<file path="src/common/nocPkg.sv">
package nocPkg;

  // ####################
  // Sizes
  // ####################

  localparam int NUM_PORTS = 5;
  localparam int QUEUE_DEPTH = 4;
  localparam int QPTR_W = $clog2(QUEUE_DEPTH);
  localparam int PAYLOAD_W = 16;
  localparam int HOLD_W = 8;
  localparam int STATE_W = NUM_PORTS + 1;
  localparam logic [HOLD_W-1:0] DEFAULT_HOLD = 8'd8;

  // ####################
  // Flits and ports
  // ####################

  typedef enum logic [2:0] {
    BODY = 3'b000,
    HEAD = 3'b001,
    TAIL = 3'b010
  } flitKind_t;

  // Head flits carry the hold length in payload[7:0]
  typedef struct packed {
    flitKind_t kind;
    logic [PAYLOAD_W-1:0] payload;
  } flit_t;

  typedef enum logic [2:0] {
    PORT_L,
    PORT_N,
    PORT_E,
    PORT_W,
    PORT_S
  } portId_t;

  typedef struct packed {
    flit_t flit;
    portId_t src;
  } outFlit_t;

  // One-hot grant states, bit p+1 is the grant of port p
  typedef enum logic [STATE_W-1:0] {
    IDLE    = 6'b000001,
    GRANT_L = 6'b000010,
    GRANT_N = 6'b000100,
    GRANT_E = 6'b001000,
    GRANT_W = 6'b010000,
    GRANT_S = 6'b100000
  } arbState_t;

  typedef struct packed {
    logic [NUM_PORTS-1:0] portMask;
    logic [HOLD_W-1:0] maxHold;
  } arbCfg_t;

  typedef enum logic {
    CFG_MASK,
    CFG_HOLD
  } cfgAddr_t;

endpackage
</file>
<file path="src/logic/routerOutputPort.sv">
module routerOutputPort
  import nocPkg::*;
(
  input  logic                 clk,
  input  logic                 rst,
  input  logic [NUM_PORTS-1:0] inValid,
  input  flit_t                inFlit [NUM_PORTS],
  output logic [NUM_PORTS-1:0] inReady,
  output logic                 outValid,
  output outFlit_t             outFlit,
  input  logic                 outReady,
  input  logic                 cfgWe,
  input  cfgAddr_t             cfgAddr,
  input  logic [HOLD_W-1:0]    cfgData
);

  logic [NUM_PORTS-1:0] qValid;
  logic [NUM_PORTS-1:0] qReady;
  flit_t qFlit [NUM_PORTS];
  logic [NUM_PORTS-1:0] timesUp;
  logic [NUM_PORTS-1:0] holdRun;
  logic [NUM_PORTS-1:0] holdClear;
  logic [NUM_PORTS-1:0] headSeen;
  logic [HOLD_W-1:0] headLength;
  arbCfg_t cfg;

  // Per-input queue and hold timer
  for (genvar p = 0; p < NUM_PORTS; p++)
  begin : gPort
    flitQueue queue_i (
      .clk     (clk),
      .rst     (rst),
      .inValid (inValid[p]),
      .inFlit  (inFlit[p]),
      .inReady (inReady[p]),
      .qValid  (qValid[p]),
      .qFlit   (qFlit[p]),
      .qReady  (qReady[p])
    );

    holdTimer timer_i (
      .clk        (clk),
      .rst        (rst),
      .headSeen   (headSeen[p]),
      .headLength (headLength),
      .maxHold    (cfg.maxHold),
      .holdRun    (holdRun[p]),
      .holdClear  (holdClear[p]),
      .timesUp    (timesUp[p])
    );
  end

  portArbiter arbiter_i (
    .clk        (clk),
    .rst        (rst),
    .cfg        (cfg),
    .qValid     (qValid),
    .qFlit      (qFlit),
    .qReady     (qReady),
    .timesUp    (timesUp),
    .holdRun    (holdRun),
    .holdClear  (holdClear),
    .headSeen   (headSeen),
    .headLength (headLength),
    .outValid   (outValid),
    .outFlit    (outFlit),
    .outReady   (outReady)
  );

  arbConfig config_i (
    .clk     (clk),
    .rst     (rst),
    .cfgWe   (cfgWe),
    .cfgAddr (cfgAddr),
    .cfgData (cfgData),
    .cfg     (cfg)
  );

endmodule

</file>
<file path="src/logic/arbConfig.sv">
module arbConfig
  import nocPkg::*;
(
  input  logic              clk,
  input  logic              rst,
  input  logic              cfgWe,
  input  cfgAddr_t          cfgAddr,
  input  logic [HOLD_W-1:0] cfgData,
  output arbCfg_t           cfg
);

  arbCfg_t cfgReg;

  always_ff @(posedge clk)
  begin
    if (rst)
    begin
      cfgReg.portMask <= '1;
      cfgReg.maxHold <= DEFAULT_HOLD;
    end
    else if (cfgWe)
    begin
      case (cfgAddr)
        CFG_MASK:
          cfgReg.portMask <= cfgData[NUM_PORTS-1:0];
        CFG_HOLD:
        begin
          // A zero hold would stall the grant, keep at least one flit
          if (cfgData == '0)
            cfgReg.maxHold <= HOLD_W'(1);
          else
            cfgReg.maxHold <= cfgData;
        end
      endcase
    end
  end

  assign cfg = cfgReg;

endmodule

</file>
<file path="src/arbiter/portArbiter.sv">
module portArbiter
  import nocPkg::*;
(
  input  logic                 clk,
  input  logic                 rst,
  input  arbCfg_t              cfg,
  input  logic [NUM_PORTS-1:0] qValid,
  input  flit_t                qFlit [NUM_PORTS],
  output logic [NUM_PORTS-1:0] qReady,
  input  logic [NUM_PORTS-1:0] timesUp,
  output logic [NUM_PORTS-1:0] holdRun,
  output logic [NUM_PORTS-1:0] holdClear,
  output logic [NUM_PORTS-1:0] headSeen,
  output logic [HOLD_W-1:0]    headLength,
  output logic                 outValid,
  output outFlit_t             outFlit,
  input  logic                 outReady
);

  arbState_t state;
  arbState_t nextState;
  logic newGrant;
  logic [NUM_PORTS-1:0] req;
  logic [NUM_PORTS-1:0] grantVec;
  portId_t gntIdx;
  flit_t gntFlit;
  logic xfer;
  logic tailXfer;

  // First requester after start, start itself checked last
  function automatic arbState_t pickNext(logic [NUM_PORTS-1:0] reqs, int start);
    arbState_t pick;
    int idx;
    logic found;
    pick = IDLE;
    found = 1'b0;
    for (int i = 1; i <= NUM_PORTS; i++)
    begin
      idx = (start + i) % NUM_PORTS;
      if (!found && reqs[idx])
      begin
        pick = arbState_t'(STATE_W'(1) << (idx + 1));
        found = 1'b1;
      end
    end
    return pick;
  endfunction

  assign req = qValid & cfg.portMask;
  assign grantVec = state[NUM_PORTS:1];

  always_comb
  begin
    gntIdx = PORT_L;
    for (int p = 0; p < NUM_PORTS; p++)
    begin
      if (grantVec[p])
        gntIdx = portId_t'(p);
    end
  end

  // ####################
  // Output mux
  // ####################

  assign gntFlit = qFlit[gntIdx];
  assign qReady = grantVec & cfg.portMask & ~timesUp & {NUM_PORTS{outReady}};
  assign outValid = (state != IDLE) && req[gntIdx] && !timesUp[gntIdx];
  assign outFlit = '{flit: gntFlit, src: gntIdx};
  assign xfer = outValid && outReady;
  assign tailXfer = xfer && (gntFlit.kind == TAIL);

  assign holdRun = qReady & qValid;
  assign headSeen = holdRun & {NUM_PORTS{gntFlit.kind == HEAD}};
  assign headLength = gntFlit.payload[HOLD_W-1:0];
  assign holdClear = newGrant ? nextState[NUM_PORTS:1] : '0;

  // ####################
  // Grant FSM
  // ####################

  always_comb
  begin
    nextState = state;
    newGrant = 1'b0;
    case (state)
      IDLE:
      begin
        if (|req)
        begin
          nextState = pickNext(req, NUM_PORTS - 1);
          newGrant = 1'b1;
        end
      end
      default:
      begin
        // Leave on tail, expiry or loss of request
        if (!req[gntIdx] || timesUp[gntIdx] || tailXfer)
        begin
          if (|req)
          begin
            nextState = pickNext(req, int'(gntIdx));
            newGrant = 1'b1;
          end
          else
            nextState = IDLE;
        end
      end
    endcase
  end

  always_ff @(posedge clk)
  begin
    if (rst)
      state <= IDLE;
    else
      state <= nextState;
  end

endmodule

</file>
<file path="src/arbiter/holdTimer.sv">
module holdTimer
  import nocPkg::*;
(
  input  logic              clk,
  input  logic              rst,
  input  logic              headSeen,
  input  logic [HOLD_W-1:0] headLength,
  input  logic [HOLD_W-1:0] maxHold,
  input  logic              holdRun,
  input  logic              holdClear,
  output logic              timesUp
);

  logic [HOLD_W-1:0] limit;
  logic [HOLD_W-1:0] count;

  always_ff @(posedge clk)
  begin
    if (rst)
    begin
      limit <= DEFAULT_HOLD;
      count <= '0;
    end
    else
    begin
      // Head length capped by the configured maximum
      if (headSeen)
        limit <= (headLength < maxHold) ? headLength : maxHold;
      if (holdClear)
        count <= '0;
      else if (holdRun)
        count <= count + 1'b1;
    end
  end

  assign timesUp = (count == limit);

endmodule

</file>
<file path="src/inputBuffer/flitQueue.sv">
module flitQueue
  import nocPkg::*;
(
  input  logic  clk,
  input  logic  rst,
  input  logic  inValid,
  input  flit_t inFlit,
  output logic  inReady,
  output logic  qValid,
  output flit_t qFlit,
  input  logic  qReady
);

  flit_t mem [QUEUE_DEPTH];
  logic [QPTR_W-1:0] wrPtr;
  logic [QPTR_W-1:0] rdPtr;
  logic [QPTR_W:0] count;
  logic [QPTR_W:0] countNext;
  logic push;
  logic pop;

  assign push = inValid && inReady;
  assign pop = qValid && qReady;
  assign countNext = count + (QPTR_W + 1)'(push) - (QPTR_W + 1)'(pop);

  // Head is read straight from storage, no fall-through
  assign qValid = (count != '0);
  assign qFlit = mem[rdPtr];

  always_ff @(posedge clk)
  begin
    if (rst)
    begin
      wrPtr <= '0;
      rdPtr <= '0;
      count <= '0;
      inReady <= 1'b1;
    end
    else
    begin
      if (push)
        wrPtr <= wrPtr + 1'b1;
      if (pop)
        rdPtr <= rdPtr + 1'b1;
      count <= countNext;
      inReady <= (countNext != QUEUE_DEPTH);
    end
  end

  always_ff @(posedge clk)
  begin
    if (push)
      mem[wrPtr] <= inFlit;
  end

endmodule

</file>
<file path="config.mk">
export PLATFORM = sky130hd
export DESIGN_NAME = routerOutputPort
export DESIGN_NICKNAME = d
export VERILOG_FILES = /design/src/common/nocPkg.sv /design/src/logic/routerOutputPort.sv /design/src/logic/arbConfig.sv /design/src/arbiter/portArbiter.sv /design/src/arbiter/holdTimer.sv /design/src/inputBuffer/flitQueue.sv
export SDC_FILE = /design/constraint.sdc
export NUM_CORES = 1
export LEC_CHECK = 0
export ABC_CLOCK_PERIOD_IN_PS = 6300
export BUFFER_PORTS_ARGS = -buffer_cell sky130_fd_sc_hd__buf_2
export CAP_MARGIN = 20
export CORE_MARGIN = 1
export CORE_UTILIZATION = 61
export CTS_BUF_LIST = sky130_fd_sc_hd__clkbuf_16
export DETAILED_ROUTE_END_ITERATION = 6
export HOLD_SLACK_MARGIN = 0.03
export PLACE_DENSITY = 0.82
export RECOVER_POWER = 100
export SLEW_MARGIN = 10
export SYNTH_ARGS = -nofsm -noshare
export SYNTH_HDL_FRONTEND = slang
export SYNTH_SLANG_ARGS = --single-unit
</file>
<file path="constraint.sdc">
create_clock -name clk -period 6.3 [get_ports clk]
set_clock_uncertainty 0.1 [all_clocks]
set_input_delay 0.315 -clock clk [delete_from_list [all_inputs] [get_ports clk]]
set_output_delay 0.315 -clock clk [all_outputs]
set_load 0.02 [all_outputs]
</file>
# [Yosys cells after proc, flatten, opt, wreduce, memory -nomap -nowiden]
# Memory sizes are Yosys's and may differ from the RTL's. A register that Yosys moved wholly into a read port is not among the register bits.
# Index checks and enable logic that the tools add are counted.
[word_totals] rom_bits=0 word_cells=260 reg_bits=139 latch_bits=0 mem_bits_rw=380 memories=5
[op_classes] order_cmp=8 n_addsub=35 n_mul=0 bitwise=9 div_mod_pow=5 eq_ne=15 n_mux=94 n_reduce_logical=50 shift=5
[mem_list] memory="gPort[0].queue_i.mem" depth=4 word_bits=19 read_ports=1 rd_clocked_by_memory_dff=1 wr=1 line_no="flitQueue.sv:14" rtl="flit_t mem [QUEUE_DEPTH];"
[mem_list] memory="gPort[1].queue_i.mem" depth=4 word_bits=19 read_ports=1 rd_clocked_by_memory_dff=1 wr=1 line_no="flitQueue.sv:14"
[mem_list] memory="gPort[2].queue_i.mem" depth=4 word_bits=19 read_ports=1 rd_clocked_by_memory_dff=1 wr=1 line_no="flitQueue.sv:14"
[mem_list] memory="gPort[3].queue_i.mem" depth=4 word_bits=19 read_ports=1 rd_clocked_by_memory_dff=1 wr=1 line_no="flitQueue.sv:14"
[mem_list] memory="gPort[4].queue_i.mem" depth=4 word_bits=19 read_ports=1 rd_clocked_by_memory_dff=1 wr=1 line_no="flitQueue.sv:14"
[op_table] cell="$add 32x2->32 const B" count=5
[op_table] cell="$lt 32x5->1 const B" count=5
[op_table] cell="$mod 32x4->32 const B" count=5
[op_table] cell="$shl 1x32->6 const A" count=5
[op_table] cell="$mux 6" count=10
[op_table] cell="$bmux 19 s3" count=1
[op_table] cell="$mux 1" count=54
[op_table] cell="$add 8x1->8 const B" count=5
[op_table] cell="$eq 8x8->1" count=5
[op_table] cell="$mux 19" count=2
[op_table] cell="$and 5x5->5" count=6
[op_table] cell="$mux 2" count=12
[op_table] cell="$logic_and 1x1->1" count=22
[op_table] cell="$bmux 1 s3" count=7
[op_table] cell="$add 2x1->2 const B" count=10
[op_table] cell="$mux 8" count=2
[op_table] cell="$add 3x1->3" count=5
[op_table] cell="$ne 3x3->1 const B" count=5
[op_table] cell="$reduce_bool 3->1" count=5
[op_table] cell="$sub 3x1->3" count=5
[op_table] cell="$logic_not 1->1" count=10
[op_table] cell="$mux 5" count=2
[op_table] cell="$reduce_or 2->1" count=5
[op_table] cell="$mux 3" count=3
[op_table] cell="20 further kinds" count=25

# [Depth between registers and ports, before layout]
[depth] word_depth=39 depth_mapped=21 depth_no_buf=15

# [Hierarchy]
# From an unflattened synthesis, not the netlist that was laid out.
[hier_totals] hier_cells=1763 hier_area_um2=24493.5
[modules_own_cells] mod="flitQueue" cells_each=149 area_per_inst_um2=3291.9 n_inst=5
[modules_own_cells] mod="holdTimer" cells_each=110 area_per_inst_um2=978.4 n_inst=5
[modules_own_cells] mod="portArbiter" cells_each=413 area_per_inst_um2=2628.8 n_inst=1
[modules_own_cells] mod="arbConfig" cells_each=55 area_per_inst_um2=513.0 n_inst=1

# [Worst setup path before layout]
# No wires, ideal clock.
[synth_timing] kind="register to register" startpoint="register arbiter_i.state[4]" endpoint="register arbiter_i.state[1]" stages_incl_launch_ff=22 arrival_time_ps=4589 slack_ps=1480 t_required_ps=6069 path_cell_list="dfxtp_1 buf_2 inv_1 a21oi_2 inv_2 buf_2 buf_1 ha_1 clkbuf_1 inv_1 ha_1 nor2b_1 o21ai_0 a21oi_1 o211ai_1 and3_1 clkbuf_1 o31a_1 o211ai_1 a221o_1 buf_6 nor3b_2"
[synth_rtl] element="start: declaration" line_no="portArbiter.sv:20" rtl="arbState_t state;"
[synth_rtl] element="start signal: assignment" line_no="portArbiter.sv:117" rtl="state <= nextState;"

# [Final worst setup path]
[layout_timing] startpoint="register arbiter_i.state[4]" endpoint="register gPort[3].timer_i.limit[1]"
[layout_via] elab_chain_len=8
[layout_rtl] element="$mux 3 (2 in a row)" line_no="portArbiter.sv:57" rtl="if (grantVec[p])"
[layout_rtl] element="$not 3->4 (not written as such)" line_no="portArbiter.sv:66" rtl="assign gntFlit = qFlit[gntIdx];"
[layout_rtl] element="$bmux 19 s3" line_no="portArbiter.sv:66"
[layout_rtl] element="$mux 19 (not written as such) (2 in a row)" line_no="portArbiter.sv:66"
[layout_rtl] element="$lt 8x8->1 / $eq 3x1->1 (equally long branches)" line_no="holdTimer.sv:28, portArbiter.sv:74"
[layout_rtl] element="$mux 8 / $and 5x5->5 (equally long branches)" line_no="holdTimer.sv:28, portArbiter.sv:74"
[layout_rtl] element="end signal: assignment" line_no="holdTimer.sv:28" rtl="limit <= (headLength < maxHold) ? headLength : maxHold;"
[layout_rtl] element="end: declaration" line_no="holdTimer.sv:14" rtl="logic [HOLD_W-1:0] limit;"
# Several ways; a longest one is shown, not always the timed one. The select of a mux whose other input is x is not followed.
# A chain may end at the register's enable or synchronous reset.

==> summary.txt <==
Placed design
  • Routability Congestion: 0.963
  • Buffers on Ports: 140
  • Placed Cells: 2116
  • Pre-CTS setup slack: 1140 ps
  • Final HPWL DP: 36300 microns

Worst hold path
  • WHS Path Cells: 4
  • HP Start: inValid[4]
  • Hold Crit Class: primary input to flop
  • Hold Path End: gPort[4].queue_i.wrPtr[1]

Global route
  • Total track usage: 33.3%
  • Largest net degree at the start of global routing: 67
  • Initial antenna violation count: 2
  • First-pass GRT wire length: 93200 microns
  • Vias in the first global route: 15200
  • GRT overflow: 0

Routing
  • Via count: 15000
  • Detail Route Antenna Nets: 0
  • First-iteration detailed-routing DRC count: 1449
  • Vias/cell: 6.45
  • Total Wirelength: 62000 microns
  • DRC Markers: 0
  • Initial DRT Pass Iterations: 6
  • Top sig layer: met4
  • Routed wl met2: 30800 microns
  • Met3 wire length: 5260 microns
  • DR WL/cell: 26.7 microns
  • M1 wire length: 22900 microns

Synth
  • Synth Area per Inst: 14.5 sq um
  • Fraction of the mapped netlist area in compound gates: 7.61%
  • Yosys reg bits: 529
  • Post-synth cell types: 72
  • Syn. warnings: 0
  • Mux cell area share after synthesis: 10.8%
  • Post-synthesis simple-gate area fraction: 8.22%
  • Post-synthesis adder-cell area fraction: 3.17%
  • Synth Instances: 1549
  • Post-Syn Nets: 1716
  • Mapped cell area: 22500 sq um
  • Largest family of logic cells by synthesized area: multiplexers
  • Async set or reset register ratio after synthesis: 0%
  • Top FF cell, synth: edfxtp_1
  • XOR/XNOR Fraction of Synth Area: 4.00%
  • Seq/Total Area, Yosys: 63.9%
  • Post-synth EDFFs: 380

STA
  • Fin worst setup slack: 658 ps
  • Fin crit period: 5640 ps
  • Final TNS setup: 0 ps
  • Fin crit share: 89.6%
  • Final hold slack: 55.1 ps
  • Final hold violations: 0
  • Fmax: 177 MHz
  • Slew HR: -93.3%
  • Slew Limit Fails: 137
  • RSZ-0062 raised after global routing: false
  • Final setup vio count: 0
  • Worst slew pin tran: 2900 ps

Power
  • Internal power: 7.12 mW
  • Static Leakage: 9.01 nW
  • Clock network power share: 27.1%
  • Logic pwr share: 34.4%
  • Seq pwr share: 38.6%
  • Pwr/cell area: 432 nW/um^2
  • NetSw: 4.20 mW
  • VDD IR max: 0.319 mV
  • Sw Ratio: 37.1%

Flow run
  • Total of max-cap violations: 3

Worst setup path
  • Critical path fanouts, max: 29
  • CP Data Arrival Time: 5990 ps
  • Crit Path Class: flop to flop
  • Crit start category: flop
  • R2r worst-path depth: 16
  • Crit. End Element: flop
  • R2R Setup Slk: 660 ps
  • WP data required: 6650 ps
  • R2R Path Start: arbiter_i.state[4]
  • Worst reg2reg endpoint: gPort[3].timer_i.limit[1]

Floorplanning
  • Core Area: 36400 sq um
  • Die area: 37700 sq um
  • # rows: 70
  • Starting Density: 61.8%
  • Die W: 194 microns
  • Die Ht: 194 microns
  • Ports: 141

Clock network
  • TritonCTS clock tree: done
  • CTS buffer count: 50
  • H-tree levels: 2
  • Number of hold buffers added after cts: 107
  • Number of buffers on the longest clock path: 3
  • Resized Gates After CTS: 0
  • Clock root buffer: clkbuf_16
  • Setup Buffers After CTS: 0
  • Clock Pin Slew Worst Setup and Hold Paths: 70 ps
  • Clock sink count: 529
  • Clk Latency, worst-skew pair: 620 ps

Final layout
  • Fraction of layout cells with a size suffix above 1: 12.0%
  • Reg area: 14400 sq um
  • Multi-input gate area: 7580 sq um
  • Layout net count: 1976
  • Filler cell count in the final layout: 2322
  • Final core utilization: 71.9%
  • Area Overhead vs Synth: 16.4%
  • Final std cells w/o fill: 2322

Status
  • Outcome: finished, violations left
  • Failing checks: capacitance limit, slew limit
==> final cells by class <==
cell class / count / share of cell area (%)
diodes: 3 / 0.0286
clock buffers: 52 / 4.96
clock inverters: 42 / 1.32
inverters: 50 / 0.716
multi-input cells: 902 / 28.9
flip-flops and latches: 529 / 54.9
well taps: 468 / 2.23
repair buffers: 276 / 6.90
==> per-stage QoR <==
step           power [mW]  area, sq um
6_report             11.3        26200
5_1_grt              11.7        26200
4_1_cts              11.2        26400
3_5_place_dp         8.14        23700
3_3_place_gp         8.08        23700
2_1_floorplan        6.88        22500
==> flip-flops by register name, summed over array words and instances, names as in the netlist, named ones only <==
signal and flops:
arbiter_i.state 6, config_i.cfg 13, gPort.queue_i.count 15, gPort.queue_i.inReady 5, gPort.queue_i.mem 380, gPort.queue_i.rdPtr 10, gPort.queue_i.wrPtr 10, gPort.timer_i.count 40
gPort.timer_i.limit 40
==> power groups by stage <==
stage               sequential [mW]  combinational, mW  clock (mW)
finish                         4.37               3.89        3.06
global route                   4.40               4.11        3.20
CTS                            4.35               3.85        3.04
detailed placement             4.40               3.74           0
global placement               4.37               3.71           0
floorplan                      4.30               2.58           0
==> synthesized netlist by cell type (4+ instances only) <==
cell type  instances  area, sq um
edfxtp_1         380        11400
dfxtp_1          149         2980
nand2_1          105          394
mux4_2            96         2160
nor2_1            92          345
o21ai_0           72          360
xnor2_1           71          622
ha_1              49          613
inv_1             48          180
nor3_1            39          195
clkbuf_1          34          128
a22oi_1           32          240
xor2_1            32          280
a21oi_1           31          155
and3_1            31          194
mux2i_1           27          270
nand4_1           26          163
nor2b_1           20          125
a221o_1           16          160
buf_1             15         56.3
nand3_1           15         75.1
nand3b_1          10         75.1
a211oi_2           9          113
and2_1             9         56.3
buf_2              9         45.0
o31ai_1            9         67.6
a31oi_1            7         43.8
buf_4              7         52.6
o221ai_1           7         61.3
a211oi_1           6         45.0
a21o_1             6         45.0
o31a_1             6         52.6
a211o_1            5         43.8
fa_1               5          100
nand2b_1           5         31.3
or3_1              5         31.3
a21oi_2            4         35.0
a221oi_1           4         35.0
o21a_1             4         30.0
o22ai_1            4         25.0
==> placed cells by master (no fill, tap or decap), types with 58 or more instances in the layout <==
| master | Yosys | final |
|---|---|---|
| o21ai_0 | 72 | 72 |
| dfxtp_1 | 149 | 149 |
| clkbuf_1 | 34 | 127 |
| xnor2_1 | 71 | 71 |
| nor2_1 | 92 | 92 |
| inv_1 | 48 | 58 |
| edfxtp_1 | 380 | 380 |
| nand2_1 | 105 | 105 |
| mux4_2 | 96 | 96 |
| dlygate4sd3_1 | 0 | 107 |
==> cell families (layout without fill, tap and decap cells) <==
logic type	Yosys count	after routing
buf+inv	118	420
compound gates	245	245
flops	529	529
fa+ha+maj	54	54
simple gates	375	375
mux	124	124
other cells	1	4
xor+xnor	103	103
==> worst max path at each step <==
stage,startpoint,end,slack [ps],depth (start not counted)
after floorplan,arbiter_i.state[4],arbiter_i.state[1],1480,21
after global placement,arbiter_i.state[3],arbiter_i.state[1],1280,15
after detailed placement,arbiter_i.state[3],arbiter_i.state[1],1140,15
after CTS,arbiter_i.state[3],arbiter_i.state[1],1110,15
after global routing,arbiter_i.state[4],gPort[1].timer_i.limit[4],410,16
final,arbiter_i.state[4],gPort[3].timer_i.limit[1],660,16
==> critical path, cell delays in order, from the launching register on <==
cell,delay (ps)
dfxtp_1,350
clkbuf_1,1230
or2_1,500
nor2_1,210
a22o_1,250
a21oi_1,170
o21ai_0,150
clkbuf_1,230
ha_1,330
o21a_1,180
o21ai_0,220
nor2_1,80
o21a_1,120
nor3_1,660
nor2b_1,310
a22oi_1,220
o21ai_0,160
==> routing by layer <==
layer  GRT usage, %  up-vias
li1               -     6462
met1           41.9     7423
met2           55.6      916
met3           6.21      184
met4           16.9        0
met5              0        -
No activity file was read; power rests on OpenSTA's default activity.
